File: src/hw/icache_defs.svh
`ifndef ICACHE_DEFS_SVH
`define ICACHE_DEFS_SVH

// the fetch address counts 32-bit words, the byte offset is not carried
`define ICACHE_AW         32
`define ICACHE_SETS       16
`define ICACHE_WAYS       4
`define ICACHE_LINE_WORDS 4
`define ICACHE_APB_AW     8

// fields of the decoded fetch address
`define ICACHE_IDX_W $clog2(`ICACHE_SETS)
`define ICACHE_OFF_W $clog2(`ICACHE_LINE_WORDS)
`define ICACHE_TAG_W (`ICACHE_AW - `ICACHE_IDX_W - `ICACHE_OFF_W)

`endif

File: src/hw/apb_pkg.sv
`include "icache_defs.svh"

package apb_pkg;

    typedef struct packed {
        logic                      psel;
        logic                      penable;
        logic                      pwrite;
        logic [`ICACHE_APB_AW-1:0] paddr;
        logic [31:0]               pwdata;
    } apb_req_t;

    typedef struct packed {
        logic [31:0] prdata;
        logic        pready;
    } apb_rsp_t;

    localparam logic [`ICACHE_APB_AW-1:0] REG_CTRL   = 'h00;  // bit 0 invalidates all
    localparam logic [`ICACHE_APB_AW-1:0] REG_HITS   = 'h04;
    localparam logic [`ICACHE_APB_AW-1:0] REG_MISSES = 'h08;

endpackage

File: src/hw/icache_regs.sv
`timescale 1ns/1ps

module icache_regs (
    input  logic              clk,
    input  logic              rstn,
    input  apb_pkg::apb_req_t apb_req,
    output apb_pkg::apb_rsp_t apb_rsp,
    input  logic              hit_evt,
    input  logic              miss_evt,
    output logic              flush_req
);

    logic        access;
    logic        wr;
    logic [31:0] hits;
    logic [31:0] misses;
    logic [31:0] rdata;

    assign access = apb_req.psel && apb_req.penable;
    assign wr     = access && apb_req.pwrite;

    always_ff @(posedge clk) begin
        if (!rstn) begin
            flush_req <= 1'b0;
        end else begin
            flush_req <= wr && (apb_req.paddr == apb_pkg::REG_CTRL) && apb_req.pwdata[0];
        end
    end

    // any write to a counter clears it
    always_ff @(posedge clk) begin
        if (!rstn) begin
            hits <= '0;
        end else if (wr && (apb_req.paddr == apb_pkg::REG_HITS)) begin
            hits <= '0;
        end else if (hit_evt) begin
            hits <= hits + 1'b1;
        end
    end

    always_ff @(posedge clk) begin
        if (!rstn) begin
            misses <= '0;
        end else if (wr && (apb_req.paddr == apb_pkg::REG_MISSES)) begin
            misses <= '0;
        end else if (miss_evt) begin
            misses <= misses + 1'b1;
        end
    end

    always_comb begin
        case (apb_req.paddr)
            apb_pkg::REG_HITS:   rdata = hits;
            apb_pkg::REG_MISSES: rdata = misses;
            default:             rdata = '0;  // ctrl reads back as zero
        endcase
    end

    assign apb_rsp = {rdata, access};  // no wait states

endmodule

File: config.mk
export PLATFORM = sky130hd
export DESIGN_NAME = icache_regs
export DESIGN_NICKNAME = d
export VERILOG_FILES = /design/src/hw/apb_pkg.sv /design/src/hw/icache_regs.sv
export VERILOG_INCLUDE_DIRS = /design/src /design/src/hw
export SDC_FILE = /design/constraint.sdc
export NUM_CORES = 1
export LEC_CHECK = 0
export BUFFER_PORTS_ARGS = -buffer_cell sky130_fd_sc_hd__buf_2
export CAP_MARGIN = 20
export CORE_ASPECT_RATIO = 0.7
export CORE_MARGIN = 10
export CORE_UTILIZATION = 45
export CTS_BUF_LIST = sky130_fd_sc_hd__clkbuf_8
export DETAILED_ROUTE_END_ITERATION = 7
export GPL_TIMING_DRIVEN = 1
export PLACE_DENSITY_LB_ADDON = 0.05
export RECOVER_POWER = 25
export SYNTH_ARGS = -nofsm -noshare
export SYNTH_HDL_FRONTEND = slang
export SYNTH_SLANG_ARGS = --single-unit
File: constraint.sdc
create_clock -name clk -period 3.3 [get_ports clk]
set_input_delay 0.66 -clock clk [delete_from_list [all_inputs] [get_ports clk]]
set_output_delay 0.66 -clock clk [all_outputs]
set_load 0.1 [all_outputs]
==> results.txt <==
Outcome -> finished, final reports clean
Full die area -> 11900 um^2
Combinational share of power -> 3.6%
Power Density -> 340 nW/um^2
Worst clock skew -> 0.00909 ns
H-Tree Depth -> 3
Initial antenna violation count -> 0
Worst hold path type -> flop to flop
WP data arrival -> 2.36 ns
Syn-to-layout area delta -> 26.4%
Die height -> 94.2 um
Setup ws final -> 0.280 ns
Post-Route Setup TNS -> 0 ns
Top_reg_cell synth -> dfxtp_1
Final #Nets -> 505
Largest net degree at the start of global routing -> 30
Clock sink count -> 65
Hold-fix buffers, CTS -> 0
Most frequent cells in the layout -> dfxtp_1, a21oi_1, nor2_1, buf_12, a22o_1
Number of buffers added for setup after CTS -> 0
Fin crit share -> 91.5%
Core footprint -> 7480 um^2
All-Layer GR Usage -> 17.4%
Worst Path Max Fanout -> 29
Cells after synthesis -> 418
Setup crit start kind -> primary input
Avg WL per Cell -> 18.4 um
Initial DRC Count -> 269
Fin. Hold Viols -> 0
Mean Syn Cell Area -> 8.47 um^2
Max VDD drop -> 0.242 mV
Core Util, Final -> 59.8%
Register area share after synthesis -> 36.8%
Commonest non-fill, non-tap cell in the layout -> dfxtp_1
Drt drc -> 0
Post-Route WL -> 10300 um
Slew @ Worst Pin -> 1.18 ns
Clock buffer depth -> 2
Layout cells sized above 1 -> 17.1%
Crit Path Class -> primary input to output port
CTS tree -> built
Post-layout power -> 1520 uW
Lkg Pwr -> 0.00148 uW
Final setup fails -> 0
DR pass1 iterations -> 5
Setup WS pre-CTS -> 0.352 ns
Unique masters post-synth -> 36
Required time worst endpoint -> 2.64 ns
Worst rel slew slack -> 21.6%
Int Pwr -> 1170 uW
First-pass GRT wire length -> 16700 um
Fillers -> 679
I/O Buffers -> 49
Antenna Nets Post-Route -> 0
Cts repair resizes -> 0
Slew Limit Fails -> 0
Crit. End Element -> output port
Synth async-reset ratio -> 0%
CTS Buf Count -> 9
Worst skew pair latency -> 0.36 ns
Post-synthesis instance area -> 3540 um^2
Post-synthesis register bit count -> 65
Ant diodes -> 0
Number of synthesis warnings -> 0
Vias -> 3415
F_max -> 331 MHz
CTS Root Cell -> clkbuf_8
Sw Pwr -> 354 uW
Ports -> 81
Sequential Power Share -> 52.4%
Starting Density -> 47.3%
Switching Fraction -> 23.2%
Row count -> 26
Gr ovfl total -> 0
Final HPWL DP -> 7670 um
EDFF count, synth -> 0
Worst-path clk slew -> 0.07 ns
Routed vias/inst -> 6.11
Max_cap viols -> 0
Chip width -> 126 um
Period minus WS final -> 3.02 ns
Unrepaired setup endpoints after global routing -> no
Vias in the first global route -> 3118
Synth Net Count -> 467
Clock network fraction of design power -> 44.0%
Routability-driven placement congestion ratio -> 0.803
## final cells by class
cell class / count / area, um^2 / share of cell area [%]
inverter: 8 / 30.0 / 0.672
clock buffer: 10 / 138 / 3.08
multi-input combinational: 315 / 2040 / 45.7
clock inverter: 6 / 51.3 / 1.15
timing repair buffer: 57 / 786 / 17.6
tap: 98 / 123 / 2.74
sequential: 65 / 1300 / 29.1
## through the flow
step	cells	hold WS, ns	area, um^2
floorplan	418	0.452	3540
global placement	543	0.481	4300
detailed placement	543	0.490	4300
CTS	559	0.497	4480
global route	559	0.529	4470
finish	559	0.499	4470
## flip-flops by register name, summed over array words and instances, names as in the netlist
name,cells
misses,32
flush_req,1
hits,32
## cells by family (layout without fill, tap and decap cells)
logic type | after synthesis | in the layout | synth area share, %
AND/OR/NAND/NOR | 180 | 180 | 28.9
AO/OA/AOI/OAI | 104 | 104 | 20.4
flip-flops | 65 | 65 | 36.8
buffers and inverters | 38 | 81 | 5.76
XOR/XNOR | 24 | 24 | 5.94
multiplexers | 5 | 5 | 1.52
adder cells (fa/ha/maj) | 2 | 2 | 0.707
## routing by layer
metal  global-route usage (%)  vias to the layer above  wire length, um
met2                     26.1                       64             4630
li1                         -                     1680                -
met1                     23.8                     1657             5020
met5                        0                        -                0
met4                     5.67                        0              170
met3                     4.23                       14              441
## power by group through the flow
stage	clock (uW)	combinational (uW)	sequential, uW
finish	669	54.8	797
global route	710	61.2	798
CTS	680	55.9	797
detailed placement	0	55.7	815
global placement	0	54.5	815
floorplan	0	38.8	812
## final timing paths
path               start           to  slack [ns]  depth (start not counted)
max          apb_req[33]  apb_rsp[28]        0.28                          8
min             hits[31]     hits[31]        0.50                          2
max reg2reg    misses[7]   misses[30]        1.28                          4
min reg2reg     hits[31]     hits[31]        0.50                          2
## cells in the mapped netlist (5+ instances only)
master,n,area share (%)
and3_1,8,1.4
xnor2_1,6,1.5
nor4_1,5,0.88
nand3_1,24,3.4
dfxtp_1,65,37
and4_1,7,1.7
or4_1,30,6.4
xor2_1,18,4.5
nor2_1,33,3.5
clkbuf_1,14,1.5
a22o_1,31,7.7
buf_2,9,1.3
o21ai_0,7,0.99
inv_1,8,0.85
o31ai_1,28,5.9
nand2_1,27,2.9
nand4_1,23,4.1
a21oi_1,35,5.0
or3_1,6,1.1
## critical path, stage by stage
cell,delay [ns]
buf_2,0.09
nor4_1,0.26
clkbuf_1,0.19
nand2_1,0.13
nor3b_2,0.38
buf_12,0.22
a22o_1,0.21
buf_12,0.19
Power figures use the tool's default switching activity.
