**src/hw/icache_defs.svh**
```systemverilog
`ifndef ICACHE_DEFS_SVH
`define ICACHE_DEFS_SVH

// the fetch address counts 32-bit words, the byte offset is not carried
`define ICACHE_AW         32
`define ICACHE_SETS       16
`define ICACHE_WAYS       4
`define ICACHE_LINE_WORDS 4
`define ICACHE_APB_AW     8

// fields of the decoded fetch address
`define ICACHE_IDX_W $clog2(`ICACHE_SETS)
`define ICACHE_OFF_W $clog2(`ICACHE_LINE_WORDS)
`define ICACHE_TAG_W (`ICACHE_AW - `ICACHE_IDX_W - `ICACHE_OFF_W)

`endif

```
**src/hw/cache_pkg.sv**
```systemverilog
`include "icache_defs.svh"

package cache_pkg;

    typedef struct packed {
        logic [`ICACHE_TAG_W-1:0] tag;
        logic [`ICACHE_IDX_W-1:0] index;
        logic [`ICACHE_OFF_W-1:0] word;
    } addr_t;

    typedef struct packed {
        logic  valid;
        addr_t addr;
    } fetch_req_t;

    typedef struct packed {
        logic        valid;
        logic [31:0] data;
    } fetch_rsp_t;

    typedef struct packed {
        logic                  valid;
        logic [`ICACHE_AW-1:0] addr;  // word address of word 0 in the line
    } mem_ar_t;

    typedef struct packed {
        logic        valid;
        logic [31:0] data;
        logic        last;
    } mem_r_t;

    typedef logic [`ICACHE_LINE_WORDS-1:0][31:0] line_t;

    typedef enum logic [1:0] {
        IDLE,
        LOOKUP,
        REPLACE,
        REFILL
    } ctrl_state_t;

endpackage

```
**src/hw/icache_ctrl.sv**
```systemverilog
`timescale 1ns/1ps
`include "icache_defs.svh"

module icache_ctrl (
    input  logic clk,
    input  logic rstn,
    input  logic fetch_valid,
    input  logic hit,
    input  logic fill_done,
    input  logic flush_req,
    input  logic ar_ready,
    output logic req_ready,
    output logic ar_valid,
    output logic r_ready,
    output logic abuf_we,
    output logic way_sel_en,
    output logic tagv_we,
    output logic data_we,
    output logic inv_all,
    output logic rsp_valid,
    output logic hit_evt,
    output logic miss_evt
);

    cache_pkg::ctrl_state_t state;
    cache_pkg::ctrl_state_t state_nxt;

    logic [`ICACHE_IDX_W-1:0] clr_cnt;
    logic                     clearing;
    logic                     flush_pending;
    logic                     flush_go;
    logic                     accept;

    assign accept   = fetch_valid && req_ready;
    assign flush_go = (state == cache_pkg::IDLE) && flush_pending && !clearing;
    assign abuf_we  = accept;
    assign inv_all  = clearing || flush_go;

    always_ff @(posedge clk) begin
        if (!rstn) begin
            state <= cache_pkg::IDLE;
        end else begin
            state <= state_nxt;
        end
    end

    // one pass over the sets after reset while requests are held off
    always_ff @(posedge clk) begin
        if (!rstn) begin
            clearing <= 1'b1;
            clr_cnt  <= '0;
        end else if (clearing) begin
            clr_cnt <= clr_cnt + 1'b1;
            if (clr_cnt == '1) clearing <= 1'b0;
        end
    end

    always_ff @(posedge clk) begin
        if (!rstn) begin
            flush_pending <= 1'b0;
        end else if (flush_req) begin
            flush_pending <= 1'b1;
        end else if (flush_go) begin
            flush_pending <= 1'b0;
        end
    end

    always_comb begin
        state_nxt = state;
        case (state)
            cache_pkg::IDLE: begin
                if (accept) state_nxt = cache_pkg::LOOKUP;
            end
            cache_pkg::LOOKUP: begin
                if (!hit) begin
                    state_nxt = cache_pkg::REPLACE;
                end else if (!accept) begin
                    state_nxt = cache_pkg::IDLE;
                end
            end
            cache_pkg::REPLACE: begin
                if (ar_ready) state_nxt = cache_pkg::REFILL;
            end
            cache_pkg::REFILL: begin
                if (fill_done) state_nxt = accept ? cache_pkg::LOOKUP : cache_pkg::IDLE;
            end
            default: state_nxt = cache_pkg::IDLE;
        endcase
    end

    always_comb begin
        req_ready  = 1'b0;
        ar_valid   = 1'b0;
        r_ready    = 1'b0;
        way_sel_en = 1'b0;
        tagv_we    = 1'b0;
        data_we    = 1'b0;
        rsp_valid  = 1'b0;
        hit_evt    = 1'b0;
        miss_evt   = 1'b0;
        case (state)
            cache_pkg::IDLE: begin
                req_ready = !clearing && !flush_pending;
            end
            cache_pkg::LOOKUP: begin
                way_sel_en = 1'b1;
                rsp_valid  = hit;
                hit_evt    = hit;
                miss_evt   = !hit;
                req_ready  = hit && !flush_pending;  // back-to-back hits
            end
            cache_pkg::REPLACE: begin
                ar_valid = 1'b1;
            end
            cache_pkg::REFILL: begin
                r_ready   = 1'b1;
                tagv_we   = fill_done;
                data_we   = fill_done;
                rsp_valid = fill_done;
                req_ready = fill_done && !flush_pending;
            end
            default: ;
        endcase
    end

    // a miss is only answered once its line has come in
    a_no_rsp_in_replace: assert property (@(posedge clk) disable iff (!rstn)
        (state == cache_pkg::REPLACE) |=> !rsp_valid);

    // a finished fill always reaches the victim way
    a_write_after_fill: assert property (@(posedge clk) disable iff (!rstn)
        fill_done |-> tagv_we);

endmodule

```
**config.mk**
```make
export PLATFORM = sky130hd
export DESIGN_NAME = icache_ctrl
export DESIGN_NICKNAME = d
export VERILOG_FILES = /design/src/hw/cache_pkg.sv /design/src/hw/icache_ctrl.sv
export VERILOG_INCLUDE_DIRS = /design/src /design/src/hw
export SDC_FILE = /design/constraint.sdc
export NUM_CORES = 1
export LEC_CHECK = 0
export BUFFER_PORTS_ARGS = -buffer_cell sky130_fd_sc_hd__buf_4
export CAP_MARGIN = 20
export CORE_AREA = 2 2 39 41
export DETAILED_ROUTE_END_ITERATION = 12
export DIE_AREA = 0 0 41 43
export GPL_ROUTABILITY_DRIVEN = 0
export PLACE_DENSITY = 0.61
export SYNTH_ARGS = -nofsm -noshare
export SYNTH_HDL_FRONTEND = slang
export SYNTH_SLANG_ARGS = --single-unit
```
**constraint.sdc**
```tcl
create_clock -name clk -period 1.4 [get_ports clk]
set_input_delay 0.07 -clock clk [delete_from_list [all_inputs] [get_ports clk]]
set_output_delay 0.07 -clock clk [all_outputs]
set_load 0.02 [all_outputs]
```
==> results_dict.tcl, run 1 <==
set metrics [dict create \
    synthMuxAreaShare_pct 4.32 \
    p_leak_nw 0.310 \
    grt_max_degree 8 \
    rsz0062_at_grt "true" \
    yosys-top-cells-area "dfxtp_1 35%, nor2_1 8.1%, nor2b_1 5.4%, mux2i_1 4.3%, xor2_1 3.8%" \
    dpl.hpwl_um 699 \
    overflow 0 \
    max_freq_mhz 720 \
    synth_top_area_share_pct 34.6 \
    synth_top_family_by_area "simple AND/OR/NAND/NOR gates" \
    antenna_found_initial 0 \
    min_period_over_period_pct 99.2 \
    status "finished, final reports clean" \
    dieArea_mm2 0.00176 \
    slew_viol_final 0 \
    synth-xor-area-share_pct 5.68 \
    final_area_um2 662 \
    clockRootBuffer "clkbuf_4" \
    worstPathRequired_ns 1.33 \
    rows 14 \
    fin_util_pct 47.8 \
    io_pins 18 \
    synth_top_cell_by_area "dfxtp_1" \
    grt_pass1_wl_mm 1.42 \
    slew_headroom_pct 85.1 \
    fp.dieW_um 41 \
    clock_skew_ns 0.00272 \
    crit_type "register to primary output" \
    avgSynthCellArea_um2 8.27 \
    grt.total_usage_pct 12.6 \
    ff_latch_area_um2 166 \
    hold_ws_ns 0.0316 \
    clkSinkCount 8 \
    path_cells "or3_4 -> o21a_4 -> nor2b_2 -> buf_6" \
    drt_iter0_markers 0 \
    placed_area_um2 604 \
    cts_htree_levels 1 \
    fillCellCount 147 \
    synthAdderAreaFrac_pct 2.70 \
    layout-drive-gt1-share_pct 42.3 \
    syn_to_final_growth_pct 43.0 \
    firstDrtPassIters 1 \
    ys_ff_latch 8 \
    cts-buffers-inserted 3 \
    ys_top_cells_by_count "10 x nor2_1, 8 x dfxtp_1, 4 x nand2_1, 4 x nor2b_1" \
    synth_compound_area_share_pct 12.4 \
    synth_fp_nets 64 \
    hold_viol 0 \
    finalCriticalPeriod_ns 1.39 \
    finalWirelength_um 980 \
    setup_viol 0 \
    multi_input_area_um2 267 \
    yosys.area_share.simple_pct 32.4 \
    yosysSeqAreaShare_pct 34.6 \
    cp_slowest_stage_delay_ns 0.37 \
    worst_pin_slew_ns 0.217 \
    worstPathMaxFanout 2 \
    synth_cell_types 26 \
    postRouteAntennaNets 0 \
    synthFlopType "dfxtp_1" \
    path_clk_slew_ns 0.05 \
    fin_cells 94 \
    vias_per_cell 4.62 \
    antenna_cells 0 \
    synth_area_um2 463 \
    cts_buffer_depth 2 \
    dp_slack_ns 0.184 \
    start_kind "register" \
    coreArea_mm2 0.00138 \
    worst_slack_ns 0.0108 \
    ir_drop_mv 0.448 \
    wire_per_inst_um 10.4 \
    synth_cells 56 \
    crit_arrival_ns 1.32 \
    cts_tree "done" \
    tns_ns 0 \
    min_path_type "input port to register" \
    nNetsFinal 88 \
    powerDensity_mw_per_mm2 701 \
    finalPower_uw 464 \
    async_flop_share_pct 0 \
    routed-via-count 434 \
    start_util_pct 33.5 \
    port-buffer-count 17 \
    synth_edf_count 0 \
    drv_cap 0 \
    critPathSlowestCell "or3_4" \
    cp-end-kind "primary output" \
    drc 0 \
    yosysWarnings 0 \
    dp_cells 88 \
    grt_pass1_vias 396 \
    die_y_um 43 \
    clk_latency_ns 0.25 \
    yosys.cell_count.top_type "nor2_1" \
]
==> area by class of cell <==
| class | instances | area share [%] |
|---|---|---|
| multi-input combinational | 42 | 40.3 |
| tap | 16 | 3.02 |
| inverter | 2 | 1.13 |
| clock buffer | 3 | 3.40 |
| timing repair buffer | 23 | 27.0 |
| sequential | 8 | 25.1 |
==> per-layer routing <==
layer / routed length, um / share of wire (%) / vias to the layer above / global-route usage [%]
li1: - / - / 228 / -
met1: 385 / 39 / 188 / 10.4
met2: 491 / 50 / 14 / 22.5
met3: 75 / 7.7 / 4 / 1.57
met4: 27 / 2.8 / 0 / 12.0
met5: 0 / 0 / - / 0
==> path summary, 6_finish.rpt <==
path | depth (start not counted) | start | slack [ns] | endpoint
max | 4 | state[0] | 0.01 | abuf_we
min | 3 | flush_req | 0.03 | flush_pending
max reg2reg | 5 | state[0] | 0.26 | state[0]
min reg2reg | 2 | clr_cnt[3] | 0.52 | clr_cnt[3]
==> critical path: cells and delay by family (launching register included) <==
| kind | cells | cell delay (ns) |
|---|---|---|
| buffers and inverters | 1 | 0.12 |
| and+or+nand+nor | 2 | 0.48 |
| DFF | 1 | 0.34 |
| AOI/OAI and AO/OA | 1 | 0.13 |
==> kinds of logic (layout without fill, tap and decap cells) <==
logic type,count (synthesis),after routing
AOI/OAI and AO/OA,8,8
muxes,2,2
xor gates and xnor gates,3,3
and+or+nand+nor,28,28
DFF,8,8
adders and majority gates,1,1
buffers and inverters,6,28
==> power breakdown <==
| part | switching [mW] | internal, mW | leakage (nW) |
|---|---|---|---|
| clock network | 0.0769 | 0.0980 | 0.0138 |
| logic | 0.0191 | 0.0252 | 0.230 |
| registers | 0.00862 | 0.236 | 0.0663 |
==> placed cells by master, fill, tap and decap left out <==
cell type,n
dfxtp_4,1
o21a_4,1
ha_1,1
nor3_1,1
inv_1,2
o21ai_0,2
and2_1,2
o21a_1,1
dlygate4sd3_1,1
nand3_1,2
nor2b_1,4
xor2_1,2
and3_1,1
buf_6,1
nand4_1,1
nor2_1,10
dfxtp_2,2
nor2b_2,1
buf_4,21
nor3b_2,1
or3_4,1
xnor2_1,1
a21oi_1,2
dfxtp_1,5
a21o_2,1
clkbuf_4,3
a31oi_1,1
mux2i_1,2
nand2_1,4
==> repair_timing <==
item / CTS / global route
resized for setup: 5 / 0
endpoints found under the setup margin: 2 / 2
hold buffers: 1 / 0
setup buffers: 2 / 0
hold endpoints to repair: 1 / 0
(Power assumes the default switching activity.)
==> run 2: changes to the inputs <==
PLACE_DENSITY = not set   (was 0.61)
PLACE_DENSITY_LB_ADDON = 0.3   (was not set)
SLEW_MARGIN = 20   (was not set)
==> run 2 against run 1 <==
Compared with the run above: the run now ends with negative setup slack left; combinational power up 9.5%; worst hold slack worse by 0.0037 ns; die area unchanged; count of clock-buffer cells in the layout unchanged; via count up 3.5%; total power up 1.2%; sequential power about the same; core utilization up 2.5 points; sequential share of layout area down 1.1 points.
==> results_dict.tcl, run 2 (synthesis results as in run 1) <==
set metrics [dict create \
    path_clk_slew_ns 0.05 \
    slew_headroom_pct 84.9 \
    clk_latency_ns 0.26 \
    fin_util_pct 50.4 \
    drc 0 \
    grt.total_usage_pct 14.0 \
    die_y_um 43 \
    vias_per_cell 4.68 \
    syn_to_final_growth_pct 50.5 \
    min_period_over_period_pct 100 \
    ir_drop_mv 0.537 \
    cp_slowest_stage_delay_ns 0.37 \
    worstPathMaxFanout 6 \
    postRouteAntennaNets 0 \
    powerDensity_mw_per_mm2 673 \
    clock_skew_ns 0.00420 \
    clockRootBuffer "clkbuf_4" \
    max_freq_mhz 713 \
    layout-drive-gt1-share_pct 43.8 \
    path_cells "or3_4 -> o21a_4 -> nor2b_2 -> buf_6" \
    hold_viol 0 \
    cts_buffer_depth 2 \
    cts-buffers-inserted 3 \
    cts_htree_levels 1 \
    reg2reg_slack_ns 0.25 \
    crit_arrival_ns 1.33 \
    grt_max_degree 8 \
    dieArea_mm2 0.00176 \
    wire_per_inst_um 10.8 \
    dr_wl_met3_um 76 \
    coreArea_mm2 0.00138 \
    nNetsFinal 90 \
    worst_pin_slew_ns 0.226 \
    finalCriticalPeriod_ns 1.40 \
    wl_met1_um 447 \
    finalWirelength_mm 1.04 \
    min_path_type "input port to register" \
    routed-via-count 449 \
    worst_slack_ns -0.00269 \
    worstPathRequired_ns 1.33 \
    slew_viol_final 0 \
    final_cell_mix "23 x buf_4, 10 x nor2_1, 6 x dfxtp_1" \
    final_common_cell "buf_4" \
    drt_iter0_markers 0 \
    drv_cap 0 \
    antenna_cells 0 \
    dpl.hpwl_um 732 \
    cp-end-kind "primary output" \
    violations "negative setup slack" \
    port-buffer-count 17 \
    dp_slack_ns 0.0910 \
    crit_type "register to primary output" \
    io_pins 18 \
    antenna_found_initial 0 \
    rows 14 \
    rsz0062_at_grt "true" \
    firstDrtPassIters 1 \
    start_util_pct 33.5 \
    setup_viol 1 \
    top_layer_used "met4" \
    fp.dieW_um 41 \
    critPathSlowestCell "dfxtp_4" \
    wl_met2_um 490 \
    clkSinkCount 8 \
    grt_pass1_wl_mm 1.65 \
    grt_pass1_vias 400 \
    overflow 0 \
    status "complete, but fails checks" \
    p_leak_nw 0.322 \
    start_kind "register" \
    cts_tree "done" \
]
[run 2: cell types whose count changed in the layout (fill, tap and decap cells not counted)]
cell / delta
nor3b_4: +1
nor3b_2: -1
dfxtp_2: -2
mux2i_4: +1
mux2i_1: -1
buf_4: +2
dfxtp_4: +1
dfxtp_1: +1
[run 2: what timing repair did]
action	CTS	global route
endpoints found under the setup margin	5	3
hold buffers	1	0
setup buffers	5	0
pin swaps	0	0
resized for setup	7	1
endpoints found under the hold margin	1	0
[run 2: path summary, 6_finish.rpt]
kind / from / end / depth (start not counted)
setup reg to reg: register / flush_pending / 4
hold reg to reg: clr_cnt[3] / clr_cnt[3] / 2
setup / recovery: register / abuf_we / 4
hold / removal: flush_req / flush_pending / 3
[run 2: per-layer routing]
layer,global-route usage (%),vias to the layer above
met5,0,-
met4,10.0,0
met3,3.14,2
met2,22.5,15
met1,14.9,199
li1,-,233
[run 2: final cells by class]
class	instances	area, um2
sequential	8	168
tap	16	20.0
fill	134	687
timing repair buffer	25	194
inverter	2	7.51
clock buffer	3	22.5
multi-input combinational	42	285
[run 2: metrics by stage]
stage	TNS, ns	hold slack [ns]	power [mW]	instances	area (um2)
after floorplan	0	0.132	0.272	56	463
after global placement	0	0.252	0.292	87	597
after detailed placement	0	0.250	0.294	87	597
after CTS	-0.0147	0.0315	0.474	96	691
after global routing	-0.0640	0.0665	0.489	96	697
final	-0.00269	0.0279	0.469	96	697
[run 2: report_power, final]
group          leakage, nW  internal (mW)  switching [mW]
logic                0.241         0.0269          0.0216
registers           0.0671          0.234         0.00798
clock network       0.0138         0.0982          0.0805
total                0.322          0.359           0.110
[run 2: critical path, delay by kind of cell (launching register included)]
family | cells | cell delay (ns)
simple gates | 2 | 0.45
compound gates | 1 | 0.13
buf+inv | 1 | 0.12
flops | 1 | 0.37
